===== src/gfx_pkg.sv =====
package gfx_pkg;

  // pixel layout, red in the top field, then green, then blue
  localparam int PIXEL_BITS = 12;
  localparam int COLOR_BITS = PIXEL_BITS / 3;

  // horizontal raster in clock cycles
  localparam int H_VISIBLE     = 16;
  localparam int H_FRONT_PORCH = 2;
  localparam int H_SYNC_PULSE  = 3;
  localparam int H_BACK_PORCH  = 3;
  localparam int H_WHOLE_LINE  = H_VISIBLE + H_FRONT_PORCH + H_SYNC_PULSE + H_BACK_PORCH;

  // vertical raster in lines
  localparam int V_VISIBLE     = 12;
  localparam int V_FRONT_PORCH = 1;
  localparam int V_SYNC_PULSE  = 2;
  localparam int V_BACK_PORCH  = 2;
  localparam int V_WHOLE_FRAME = V_VISIBLE + V_FRONT_PORCH + V_SYNC_PULSE + V_BACK_PORCH;

  // raster counter widths
  localparam int H_CNT_BITS = $clog2(H_WHOLE_LINE);
  localparam int V_CNT_BITS = $clog2(V_WHOLE_FRAME);

  // client coordinates
  localparam int FB_X_BITS = $clog2(H_VISIBLE);
  localparam int FB_Y_BITS = $clog2(V_VISIBLE);

  // one bank holds a whole visible frame
  localparam int FB_DEPTH     = H_VISIBLE * V_VISIBLE;
  localparam int FB_ADDR_BITS = $clog2(FB_DEPTH);

  // swap settling window
  localparam int SWITCH_HOLD_CYCLES = 8;
  localparam int HOLD_CNT_BITS      = $clog2(SWITCH_HOLD_CYCLES);

  typedef enum logic {
    SWAP_IDLE,
    SWAP_HOLD
  } swap_state_t;

endpackage


===== src/fb_bank.sv =====
`timescale 1ns/1ps

module fb_bank (
  input  logic                             clk,

  input  logic                             wr_en,
  input  logic [gfx_pkg::FB_ADDR_BITS-1:0] wr_addr,
  input  logic [gfx_pkg::PIXEL_BITS-1:0]   wr_data,

  input  logic [gfx_pkg::FB_ADDR_BITS-1:0] rd_addr,
  output logic [gfx_pkg::PIXEL_BITS-1:0]   rd_data
);

  logic [gfx_pkg::PIXEL_BITS-1:0] mem [gfx_pkg::FB_DEPTH];

  // client write port
  always_ff @(posedge clk) begin
    if (wr_en) begin
      mem[wr_addr] <= wr_data;
    end
  end

  // display read port, one cycle of latency
  always_ff @(posedge clk) begin
    rd_data <= mem[rd_addr];
  end

endmodule


===== src/fb_swap_ctrl.sv =====
`timescale 1ns/1ps

module fb_swap_ctrl (
  input  logic clk,
  input  logic rst_n,

  input  logic mem_switch,

  output logic hold,
  output logic front_sel
);

  gfx_pkg::swap_state_t                state;
  logic [gfx_pkg::HOLD_CNT_BITS-1:0]   hold_cnt;
  logic                                switch_q;
  logic                                switch_qq;
  logic                                switch_rise;

  // two sample stages, edge is seen one cycle after mem_switch is sampled high
  always_ff @(posedge clk) begin
    if (!rst_n) begin
      switch_q  <= 1'b0;
      switch_qq <= 1'b0;
    end else begin
      switch_q  <= mem_switch;
      switch_qq <= switch_q;
    end
  end

  assign switch_rise = switch_q & ~switch_qq;

  always_ff @(posedge clk) begin
    if (!rst_n) begin
      state     <= gfx_pkg::SWAP_IDLE;
      hold_cnt  <= '0;
      front_sel <= 1'b0;
    end else begin
      case (state)
        gfx_pkg::SWAP_IDLE: begin
          hold_cnt <= '0;
          if (switch_rise) begin
            state <= gfx_pkg::SWAP_HOLD;
          end
        end
        gfx_pkg::SWAP_HOLD: begin
          // last cycle of the window, hand the back bank to the display
          if (hold_cnt == gfx_pkg::HOLD_CNT_BITS'(gfx_pkg::SWITCH_HOLD_CYCLES - 1)) begin
            state     <= gfx_pkg::SWAP_IDLE;
            hold_cnt  <= '0;
            front_sel <= ~front_sel;
          end else begin
            hold_cnt <= hold_cnt + 1'b1;
          end
        end
        default: begin
          state <= gfx_pkg::SWAP_IDLE;
        end
      endcase
    end
  end

  assign hold = (state == gfx_pkg::SWAP_HOLD);

endmodule


===== src/fb_writer.sv =====
`timescale 1ns/1ps

module fb_writer (
  input  logic [gfx_pkg::FB_X_BITS-1:0]    gfx_x,
  input  logic [gfx_pkg::FB_Y_BITS-1:0]    gfx_y,
  input  logic [gfx_pkg::PIXEL_BITS-1:0]   gfx_color,
  input  logic                             gfx_valid,
  output logic                             gfx_ready,

  input  logic                             hold,
  input  logic                             front_sel,

  output logic                             wr_en0,
  output logic                             wr_en1,
  output logic [gfx_pkg::FB_ADDR_BITS-1:0] wr_addr,
  output logic [gfx_pkg::PIXEL_BITS-1:0]   wr_data
);

  logic accept;
  logic in_range;
  logic do_write;

  // only stalled while the buffers settle
  assign gfx_ready = ~hold;
  assign accept    = gfx_valid & gfx_ready;

  // off-screen pixels are taken but never stored
  assign in_range = (32'(gfx_x) < gfx_pkg::H_VISIBLE) && (32'(gfx_y) < gfx_pkg::V_VISIBLE);
  assign do_write = accept & in_range;

  // row-major layout
  assign wr_addr = gfx_pkg::FB_ADDR_BITS'(32'(gfx_y) * gfx_pkg::H_VISIBLE + 32'(gfx_x));
  assign wr_data = gfx_color;

  // back bank is whichever one is not on screen
  assign wr_en0 = do_write & front_sel;
  assign wr_en1 = do_write & ~front_sel;

endmodule


===== src/vga_timing.sv =====
`timescale 1ns/1ps

module vga_timing (
  input  logic                             clk,
  input  logic                             rst_n,

  input  logic                             enable,

  output logic                             hsync,
  output logic                             vsync,
  output logic                             visible,
  output logic [gfx_pkg::FB_ADDR_BITS-1:0] pix_addr
);

  localparam int H_SYNC_START = gfx_pkg::H_VISIBLE + gfx_pkg::H_FRONT_PORCH;
  localparam int H_SYNC_END   = H_SYNC_START + gfx_pkg::H_SYNC_PULSE;
  localparam int V_SYNC_START = gfx_pkg::V_VISIBLE + gfx_pkg::V_FRONT_PORCH;
  localparam int V_SYNC_END   = V_SYNC_START + gfx_pkg::V_SYNC_PULSE;

  logic [gfx_pkg::H_CNT_BITS-1:0] h_cnt;
  logic [gfx_pkg::V_CNT_BITS-1:0] v_cnt;
  logic                           h_last;
  logic                           v_last;

  assign h_last = (h_cnt == gfx_pkg::H_CNT_BITS'(gfx_pkg::H_WHOLE_LINE - 1));
  assign v_last = (v_cnt == gfx_pkg::V_CNT_BITS'(gfx_pkg::V_WHOLE_FRAME - 1));

  // counters park at the origin while disabled
  always_ff @(posedge clk) begin
    if (!rst_n) begin
      h_cnt <= '0;
      v_cnt <= '0;
    end else if (!enable) begin
      h_cnt <= '0;
      v_cnt <= '0;
    end else if (h_last) begin
      h_cnt <= '0;
      if (v_last) begin
        v_cnt <= '0;
      end else begin
        v_cnt <= v_cnt + 1'b1;
      end
    end else begin
      h_cnt <= h_cnt + 1'b1;
    end
  end

  // sync and blanking decode, forced idle when disabled
  always_comb begin
    hsync   = 1'b1;
    vsync   = 1'b1;
    visible = 1'b0;
    if (enable) begin
      if (32'(h_cnt) >= H_SYNC_START && 32'(h_cnt) < H_SYNC_END) begin
        hsync = 1'b0;
      end
      if (32'(v_cnt) >= V_SYNC_START && 32'(v_cnt) < V_SYNC_END) begin
        vsync = 1'b0;
      end
      visible = (32'(h_cnt) < gfx_pkg::H_VISIBLE) && (32'(v_cnt) < gfx_pkg::V_VISIBLE);
    end
  end

  // only meaningful inside the visible area
  assign pix_addr = gfx_pkg::FB_ADDR_BITS'(32'(v_cnt) * gfx_pkg::H_VISIBLE + 32'(h_cnt));

endmodule


===== src/vga_fb_pixel_stream.sv =====
`timescale 1ns/1ps

module vga_fb_pixel_stream (
  input  logic                             clk,
  input  logic                             rst_n,

  input  logic                             enable,
  input  logic                             front_sel,

  output logic [gfx_pkg::FB_ADDR_BITS-1:0] rd_addr,
  input  logic [gfx_pkg::PIXEL_BITS-1:0]   rd_data0,
  input  logic [gfx_pkg::PIXEL_BITS-1:0]   rd_data1,

  output logic [gfx_pkg::COLOR_BITS-1:0]   vga_red,
  output logic [gfx_pkg::COLOR_BITS-1:0]   vga_grn,
  output logic [gfx_pkg::COLOR_BITS-1:0]   vga_blu,
  output logic                             vga_hsync,
  output logic                             vga_vsync
);

  logic                           hsync;
  logic                           vsync;
  logic                           visible;
  logic                           hsync_d;
  logic                           vsync_d;
  logic                           visible_d;
  logic                           sel_d;
  logic [gfx_pkg::PIXEL_BITS-1:0] pixel;

  vga_timing vga_timing_inst (
    .clk     (clk),
    .rst_n   (rst_n),
    .enable  (enable),
    .hsync   (hsync),
    .vsync   (vsync),
    .visible (visible),
    .pix_addr(rd_addr)
  );

  // stage 1, matches the bank read latency
  always_ff @(posedge clk) begin
    if (!rst_n) begin
      hsync_d   <= 1'b1;
      vsync_d   <= 1'b1;
      visible_d <= 1'b0;
      sel_d     <= 1'b0;
    end else begin
      hsync_d   <= hsync;
      vsync_d   <= vsync;
      visible_d <= visible;
      sel_d     <= front_sel;
    end
  end

  // bank that was front when the read was issued
  assign pixel = sel_d ? rd_data1 : rd_data0;

  // stage 2, output register with blanking
  always_ff @(posedge clk) begin
    if (!rst_n) begin
      vga_red   <= '0;
      vga_grn   <= '0;
      vga_blu   <= '0;
      vga_hsync <= 1'b1;
      vga_vsync <= 1'b1;
    end else begin
      vga_hsync <= hsync_d;
      vga_vsync <= vsync_d;
      if (visible_d) begin
        vga_red <= pixel[gfx_pkg::PIXEL_BITS-1 -: gfx_pkg::COLOR_BITS];
        vga_grn <= pixel[2*gfx_pkg::COLOR_BITS-1 -: gfx_pkg::COLOR_BITS];
        vga_blu <= pixel[gfx_pkg::COLOR_BITS-1:0];
      end else begin
        vga_red <= '0;
        vga_grn <= '0;
        vga_blu <= '0;
      end
    end
  end

endmodule


===== src/gfx_vga_dbuf.sv =====
`timescale 1ns/1ps

module gfx_vga_dbuf (
  input  logic                           clk,
  input  logic                           rst_n,

  input  logic                           mem_switch,

  // drawing client
  input  logic [gfx_pkg::FB_X_BITS-1:0]  gfx_x,
  input  logic [gfx_pkg::FB_Y_BITS-1:0]  gfx_y,
  input  logic [gfx_pkg::PIXEL_BITS-1:0] gfx_color,
  input  logic                           gfx_valid,
  output logic                           gfx_ready,
  output logic                           gfx_vsync,

  // display
  input  logic                           vga_enable,
  output logic [gfx_pkg::COLOR_BITS-1:0] vga_red,
  output logic [gfx_pkg::COLOR_BITS-1:0] vga_grn,
  output logic [gfx_pkg::COLOR_BITS-1:0] vga_blu,
  output logic                           vga_hsync,
  output logic                           vga_vsync
);

  logic                             hold;
  logic                             front_sel;
  logic                             wr_en0;
  logic                             wr_en1;
  logic [gfx_pkg::FB_ADDR_BITS-1:0] wr_addr;
  logic [gfx_pkg::PIXEL_BITS-1:0]   wr_data;
  logic [gfx_pkg::FB_ADDR_BITS-1:0] rd_addr;
  logic [gfx_pkg::PIXEL_BITS-1:0]   rd_data0;
  logic [gfx_pkg::PIXEL_BITS-1:0]   rd_data1;

  fb_swap_ctrl fb_swap_ctrl_inst (
    .clk       (clk),
    .rst_n     (rst_n),
    .mem_switch(mem_switch),
    .hold      (hold),
    .front_sel (front_sel)
  );

  fb_writer fb_writer_inst (
    .gfx_x    (gfx_x),
    .gfx_y    (gfx_y),
    .gfx_color(gfx_color),
    .gfx_valid(gfx_valid),
    .gfx_ready(gfx_ready),
    .hold     (hold),
    .front_sel(front_sel),
    .wr_en0   (wr_en0),
    .wr_en1   (wr_en1),
    .wr_addr  (wr_addr),
    .wr_data  (wr_data)
  );

  // both banks share the write and read buses, strobes pick the target
  fb_bank bank0 (
    .clk    (clk),
    .wr_en  (wr_en0),
    .wr_addr(wr_addr),
    .wr_data(wr_data),
    .rd_addr(rd_addr),
    .rd_data(rd_data0)
  );

  fb_bank bank1 (
    .clk    (clk),
    .wr_en  (wr_en1),
    .wr_addr(wr_addr),
    .wr_data(wr_data),
    .rd_addr(rd_addr),
    .rd_data(rd_data1)
  );

  vga_fb_pixel_stream vga_fb_pixel_stream_inst (
    .clk      (clk),
    .rst_n    (rst_n),
    .enable   (vga_enable),
    .front_sel(front_sel),
    .rd_addr  (rd_addr),
    .rd_data0 (rd_data0),
    .rd_data1 (rd_data1),
    .vga_red  (vga_red),
    .vga_grn  (vga_grn),
    .vga_blu  (vga_blu),
    .vga_hsync(vga_hsync),
    .vga_vsync(vga_vsync)
  );

  // lets the client pace its drawing to the display
  assign gfx_vsync = vga_vsync;

endmodule


===== config.mk =====
export PLATFORM = sky130hd
export DESIGN_NAME = gfx_vga_dbuf
export DESIGN_NICKNAME = d
export VERILOG_FILES = /design/src/gfx_pkg.sv /design/src/fb_bank.sv /design/src/fb_swap_ctrl.sv /design/src/fb_writer.sv /design/src/vga_timing.sv /design/src/vga_fb_pixel_stream.sv /design/src/gfx_vga_dbuf.sv
export SDC_FILE = /design/constraint.sdc
export NUM_CORES = 2
export LEC_CHECK = 0
export ABC_AREA = 0
export BUFFER_PORTS_ARGS = -buffer_cell sky130_fd_sc_hd__clkbuf_2
export CORE_MARGIN = 3
export CORE_UTILIZATION = 57
export CTS_CLUSTER_DIAMETER = 150
export CTS_CLUSTER_SIZE = 16
export DETAILED_ROUTE_END_ITERATION = 8
export HOLD_SLACK_MARGIN = 0.15
export MAX_ROUTING_LAYER = met4
export PLACE_DENSITY = 0.75
export SLEW_MARGIN = 0
export SYNTH_ARGS = -nofsm -noshare
export SYNTH_HDL_FRONTEND = slang
export SYNTH_MEMORY_MAX_BITS = 65536
export SYNTH_SLANG_ARGS = --single-unit

===== constraint.sdc =====
create_clock -name clk -period 2.51 [get_ports clk]
set_input_delay 0.6275 -clock clk [delete_from_list [all_inputs] [get_ports clk]]
set_output_delay 0.6275 -clock clk [all_outputs]
set_load 0.01 [all_outputs]

==> flow_summary.json <==
{
  "dp.cells": 14120,
  "setup_viol": 24,
  "cts_buffer_depth": 4,
  "vias": 103201,
  "crit_arrival_ps": 4140,
  "avgRoutedWirePerCell_um": 38.06,
  "cts_tree": "yes",
  "synth.ff_latch_count": 4667,
  "synthArstFlopShare": 0,
  "synth_edf_count": 4608,
  "crit_top_cell": "buf_12",
  "ir_worst_vdd_uv": 632.0,
  "clk_latency_ps": 980,
  "critical_path_class": "flip-flop to flip-flop",
  "final_hold_viol_count": 0,
  "fin_crit_sh": 1.306,
  "final_common_cell": "edfxtp_1",
  "die_h_um": 568.9,
  "start_util": 0.5729,
  "worstPathMaxFanout": 6,
  "crit_slowest_cell": "o211ai_1",
  "power_density_nw_per_um2": 656.5,
  "seq_power_share": 0.603,
  "crit_chain": "buf_12 > buf_12 > buf_12 > buf_12 > mux4_2 > a22o_1 > a221oi_2 > buf_4 > a21oi_2 > o211ai_1 > buf_4 > a311oi_2",
  "cts.sinks": 4667,
  "fin_skew_ps": 86.09,
  "tightest_slew_ps": 976.2,
  "holdWs_ps": 192.3,
  "grt_max_degree": 124,
  "r2r-start": "vga_fb_pixel_stream_inst.vga_timing_inst.h_cnt[1]$_SDFF_PP0_",
  "fin_nets": 10543,
  "cp-start-kind": "flip-flop",
  "synthFlopType": "edfxtp_1",
  "cp_slowest_stage_delay_ps": 680,
  "synthDistinctLibCells": 83,
  "ioPinCount": 41,
  "rsz0062_at_grt": "yes",
  "slew_violations": 0,
  "status": "finished with violations",
  "p_sw_mw": 29.85,
  "reg2reg_depth": 12,
  "fmax_mhz": 305.1,
  "hold_class": "primary input to flip-flop",
  "core_sq_um": 315200,
  "cts-htree-levels": 5,
  "internal_power_mw": 111.9,
  "whs_path_depth": 1,
  "r2r_setup_slack_ps": -770,
  "final_layout_size_suffix_gt1_frac": 0.3534,
  "grt_usage": 0.3580,
  "drc": 0,
  "clock_power_share": 0.355,
  "leakage_nw": 68.90,
  "dieArea_sq_um": 323600,
  "syn-cell-area_sq_um": 180600,
  "tns_ps": -12650,
  "slew_headroom": 0.3468,
  "drt_wl_total_um": 565200,
  "min_period_ps": 3278,
  "reg2reg_to": "bank0.rd_data[2]$_DFF_P_",
  "gr-total-overflow": 0,
  "maxCapViolCount": 0,
  "synth-seq-area-share": 0.7728,
  "violations": "negative setup slack",
  "ant_nets": 0,
  "combPwrFrac": 0.042,
  "cp_num_buf_inv": 6,
  "layout.cells.most_common_list": "edfxtp_1 (4608), buf_4 (1431), mux4_2 (964), nor2_1 (513), buf_12 (448)",
  "cts-root-buf": "clkbuf_16",
  "critPathTopFamily": "compound AO/OA/AOI/OAI gates",
  "fin_total_pwr_mw": 141.8,
  "hold_end": "bank1.mem[80][3]$_DFFE_PP_",
  "grt_pass1_vias": 101362,
  "min_from": "gfx_color[3]",
  "final_cell_count_no_fill": 14848,
  "synthToLayoutAreaGrowth_pct": 19.60,
  "synth.net_count": 8676,
  "yosys_warnings": 0,
  "antenna_found_initial": 38,
  "syn_inst": 8643,
  "fin_ws_ps": -768.0,
  "hpwl_um": 362400,
  "drt_iter0_drc": 18880,
  "num_rows": 206,
  "syn_avg_cell_area_sq_um": 20.89,
  "worstPathRequired_ps": 3370,
  "first_pass_iters": 7,
  "gp_congestion": 0.9836,
  "die_w_um": 568.9,
  "switching_share": 0.2105,
  "numCtsBuffers": 329,
  "via_per_inst": 6.950,
  "grt_pass1_wl_um": 785900,
  "clkTransAtPathRegs_ps": 80,
  "critPathCaptureType": "flip-flop",
  "port_buffers": 40
}
-- synth_stat cells (all sizes together) (16+ instances only) --
library cell	number	share of area
edfxtp	4608	0.77
mux2	115	0.0072
a32oi	17	0.00082
o2111ai	16	0.00078
o211ai	25	0.0010
a21oi	146	0.0040
o221ai	56	0.0027
and3	22	0.00076
nor2b	22	0.00076
mux4	968	0.12
mux2i	371	0.021
nand3	53	0.0015
and2	16	0.00055
nand4	25	0.00087
nand2b	17	0.00059
nand2	373	0.0078
a22oi	130	0.0054
nor2	528	0.011
buf	358	0.014
a221oi	106	0.0051
clkbuf	165	0.0035
o21ai	124	0.0034
a31oi	43	0.0015
o22ai	47	0.0016
a211oi	25	0.0010
nor3	20	0.00055
dfxtp	59	0.0065
-- through the flow --
step,instance area (sq um),setup WS [ps],utilization
2_1_floorplan,180600,-16.97,-
5_1_grt,215900,-692.7,0.6850
4_1_cts,214400,-642.4,0.6801
3_3_place_gp,202100,-1816,0.6410
3_5_place_dp,202100,-1262,0.6410
6_report,216000,-768.0,0.6852
-- state kept, by name, indices dropped and copies added (netlist names) --
| name | flops |
|---|---|
| bank0.mem | 2304 |
| bank1.mem | 2304 |
| bank0.rd_data | 12 |
| bank1.rd_data | 12 |
| vga_fb_pixel_stream_inst.vga_timing_inst.h_cnt | 5 |
| vga_fb_pixel_stream_inst.vga_timing_inst.v_cnt | 5 |
| vga_fb_pixel_stream_inst.vga_blu | 4 |
| vga_fb_pixel_stream_inst.vga_grn | 4 |
| vga_fb_pixel_stream_inst.vga_red | 4 |
| fb_swap_ctrl_inst.hold_cnt | 3 |
| fb_swap_ctrl_inst.front_sel | 1 |
| fb_swap_ctrl_inst.hold | 1 |
| fb_swap_ctrl_inst.switch_q | 1 |
| fb_swap_ctrl_inst.switch_qq | 1 |
| vga_fb_pixel_stream_inst.hsync_d | 1 |
| vga_fb_pixel_stream_inst.sel_d | 1 |
| vga_fb_pixel_stream_inst.vga_hsync | 1 |
| vga_fb_pixel_stream_inst.vga_vsync | 1 |
| vga_fb_pixel_stream_inst.visible_d | 1 |
| vga_fb_pixel_stream_inst.vsync_d | 1 |
-- worst max-delay path by stage --
stage                                end                                                          from  cells past startpoint  slack, ps
6_report        bank0.rd_data[2]$_DFF_P_  vga_fb_pixel_stream_inst.vga_timing_inst.h_cnt[1]$_SDFF_PP0_                     12       -770
5_1_grt         bank0.rd_data[7]$_DFF_P_  vga_fb_pixel_stream_inst.vga_timing_inst.h_cnt[1]$_SDFF_PP0_                     12       -690
3_3_place_gp   bank0.rd_data[10]$_DFF_P_  vga_fb_pixel_stream_inst.vga_timing_inst.h_cnt[1]$_SDFF_PP0_                     10      -1820
4_1_cts         bank0.rd_data[2]$_DFF_P_  vga_fb_pixel_stream_inst.vga_timing_inst.h_cnt[1]$_SDFF_PP0_                     12       -640
2_1_floorplan   bank1.rd_data[3]$_DFF_P_  vga_fb_pixel_stream_inst.vga_timing_inst.h_cnt[1]$_SDFF_PP0_                     10        -20
3_5_place_dp    bank0.rd_data[2]$_DFF_P_  vga_fb_pixel_stream_inst.vga_timing_inst.h_cnt[1]$_SDFF_PP0_                     10      -1260
-- power groups by stage --
stage	clock network [mW]	registers [mW]	logic [mW]
global route	53.1	85.5	6.00
floorplan	0	87.3	1.89
finish	50.3	85.6	5.91
detailed placement	0	87.3	5.23
CTS	50.3	85.6	5.57
global placement	0	87.3	5.06
-- per-layer routing --
| metal | track usage | wire [um] | part of all wire | vias to the layer above |
|---|---|---|---|---|
| met5 | - | 0 | 0 | - |
| met4 | 0.2040 | 41700 | 0.074 | 0 |
| met3 | 0.09757 | 82690 | 0.15 | 1785 |
| met2 | 0.5179 | 257100 | 0.45 | 8992 |
| met1 | 0.4629 | 183700 | 0.33 | 52812 |
| li1 | - | - | - | 39612 |
-- area by class of cell --
type                    count  area [sq um]
multi-input cells        3442         39450
well taps                4160          5205
fillers                 18282         99250
diodes                     59         147.6
repair buffers           2059         22360
clock inverters            27         549.3
flip-flops and latches   4667        139600
inverters                  11         71.32
clock buffers             423          8628
-- cell families (layout without fill, tap and decap cells) --
group,after synthesis,after routing,share of synthesized area
AO/OA/AOI/OAI,854,854,0.03358
XOR/XNOR,9,9,0.0004365
flip-flops,4667,4667,0.7728
AND/OR/NAND/NOR,1117,1117,0.02603
buffers and inverters,534,2520,0.01806
other,0,59,0
adder cells (fa/ha/maj),8,8,0.0005543
multiplexers,1454,1454,0.1485
-- what timing repair did --
item,4_1_cts,5_1_grt
pin swaps,60,68
hold endpoints to repair,148,0
setup endpoints to repair,24,24
gates resized for setup,328,158
cloned,14,4
setup buffers,112,83
hold buffers,11,0
Note: power is estimated with default switching activity, not from simulation.
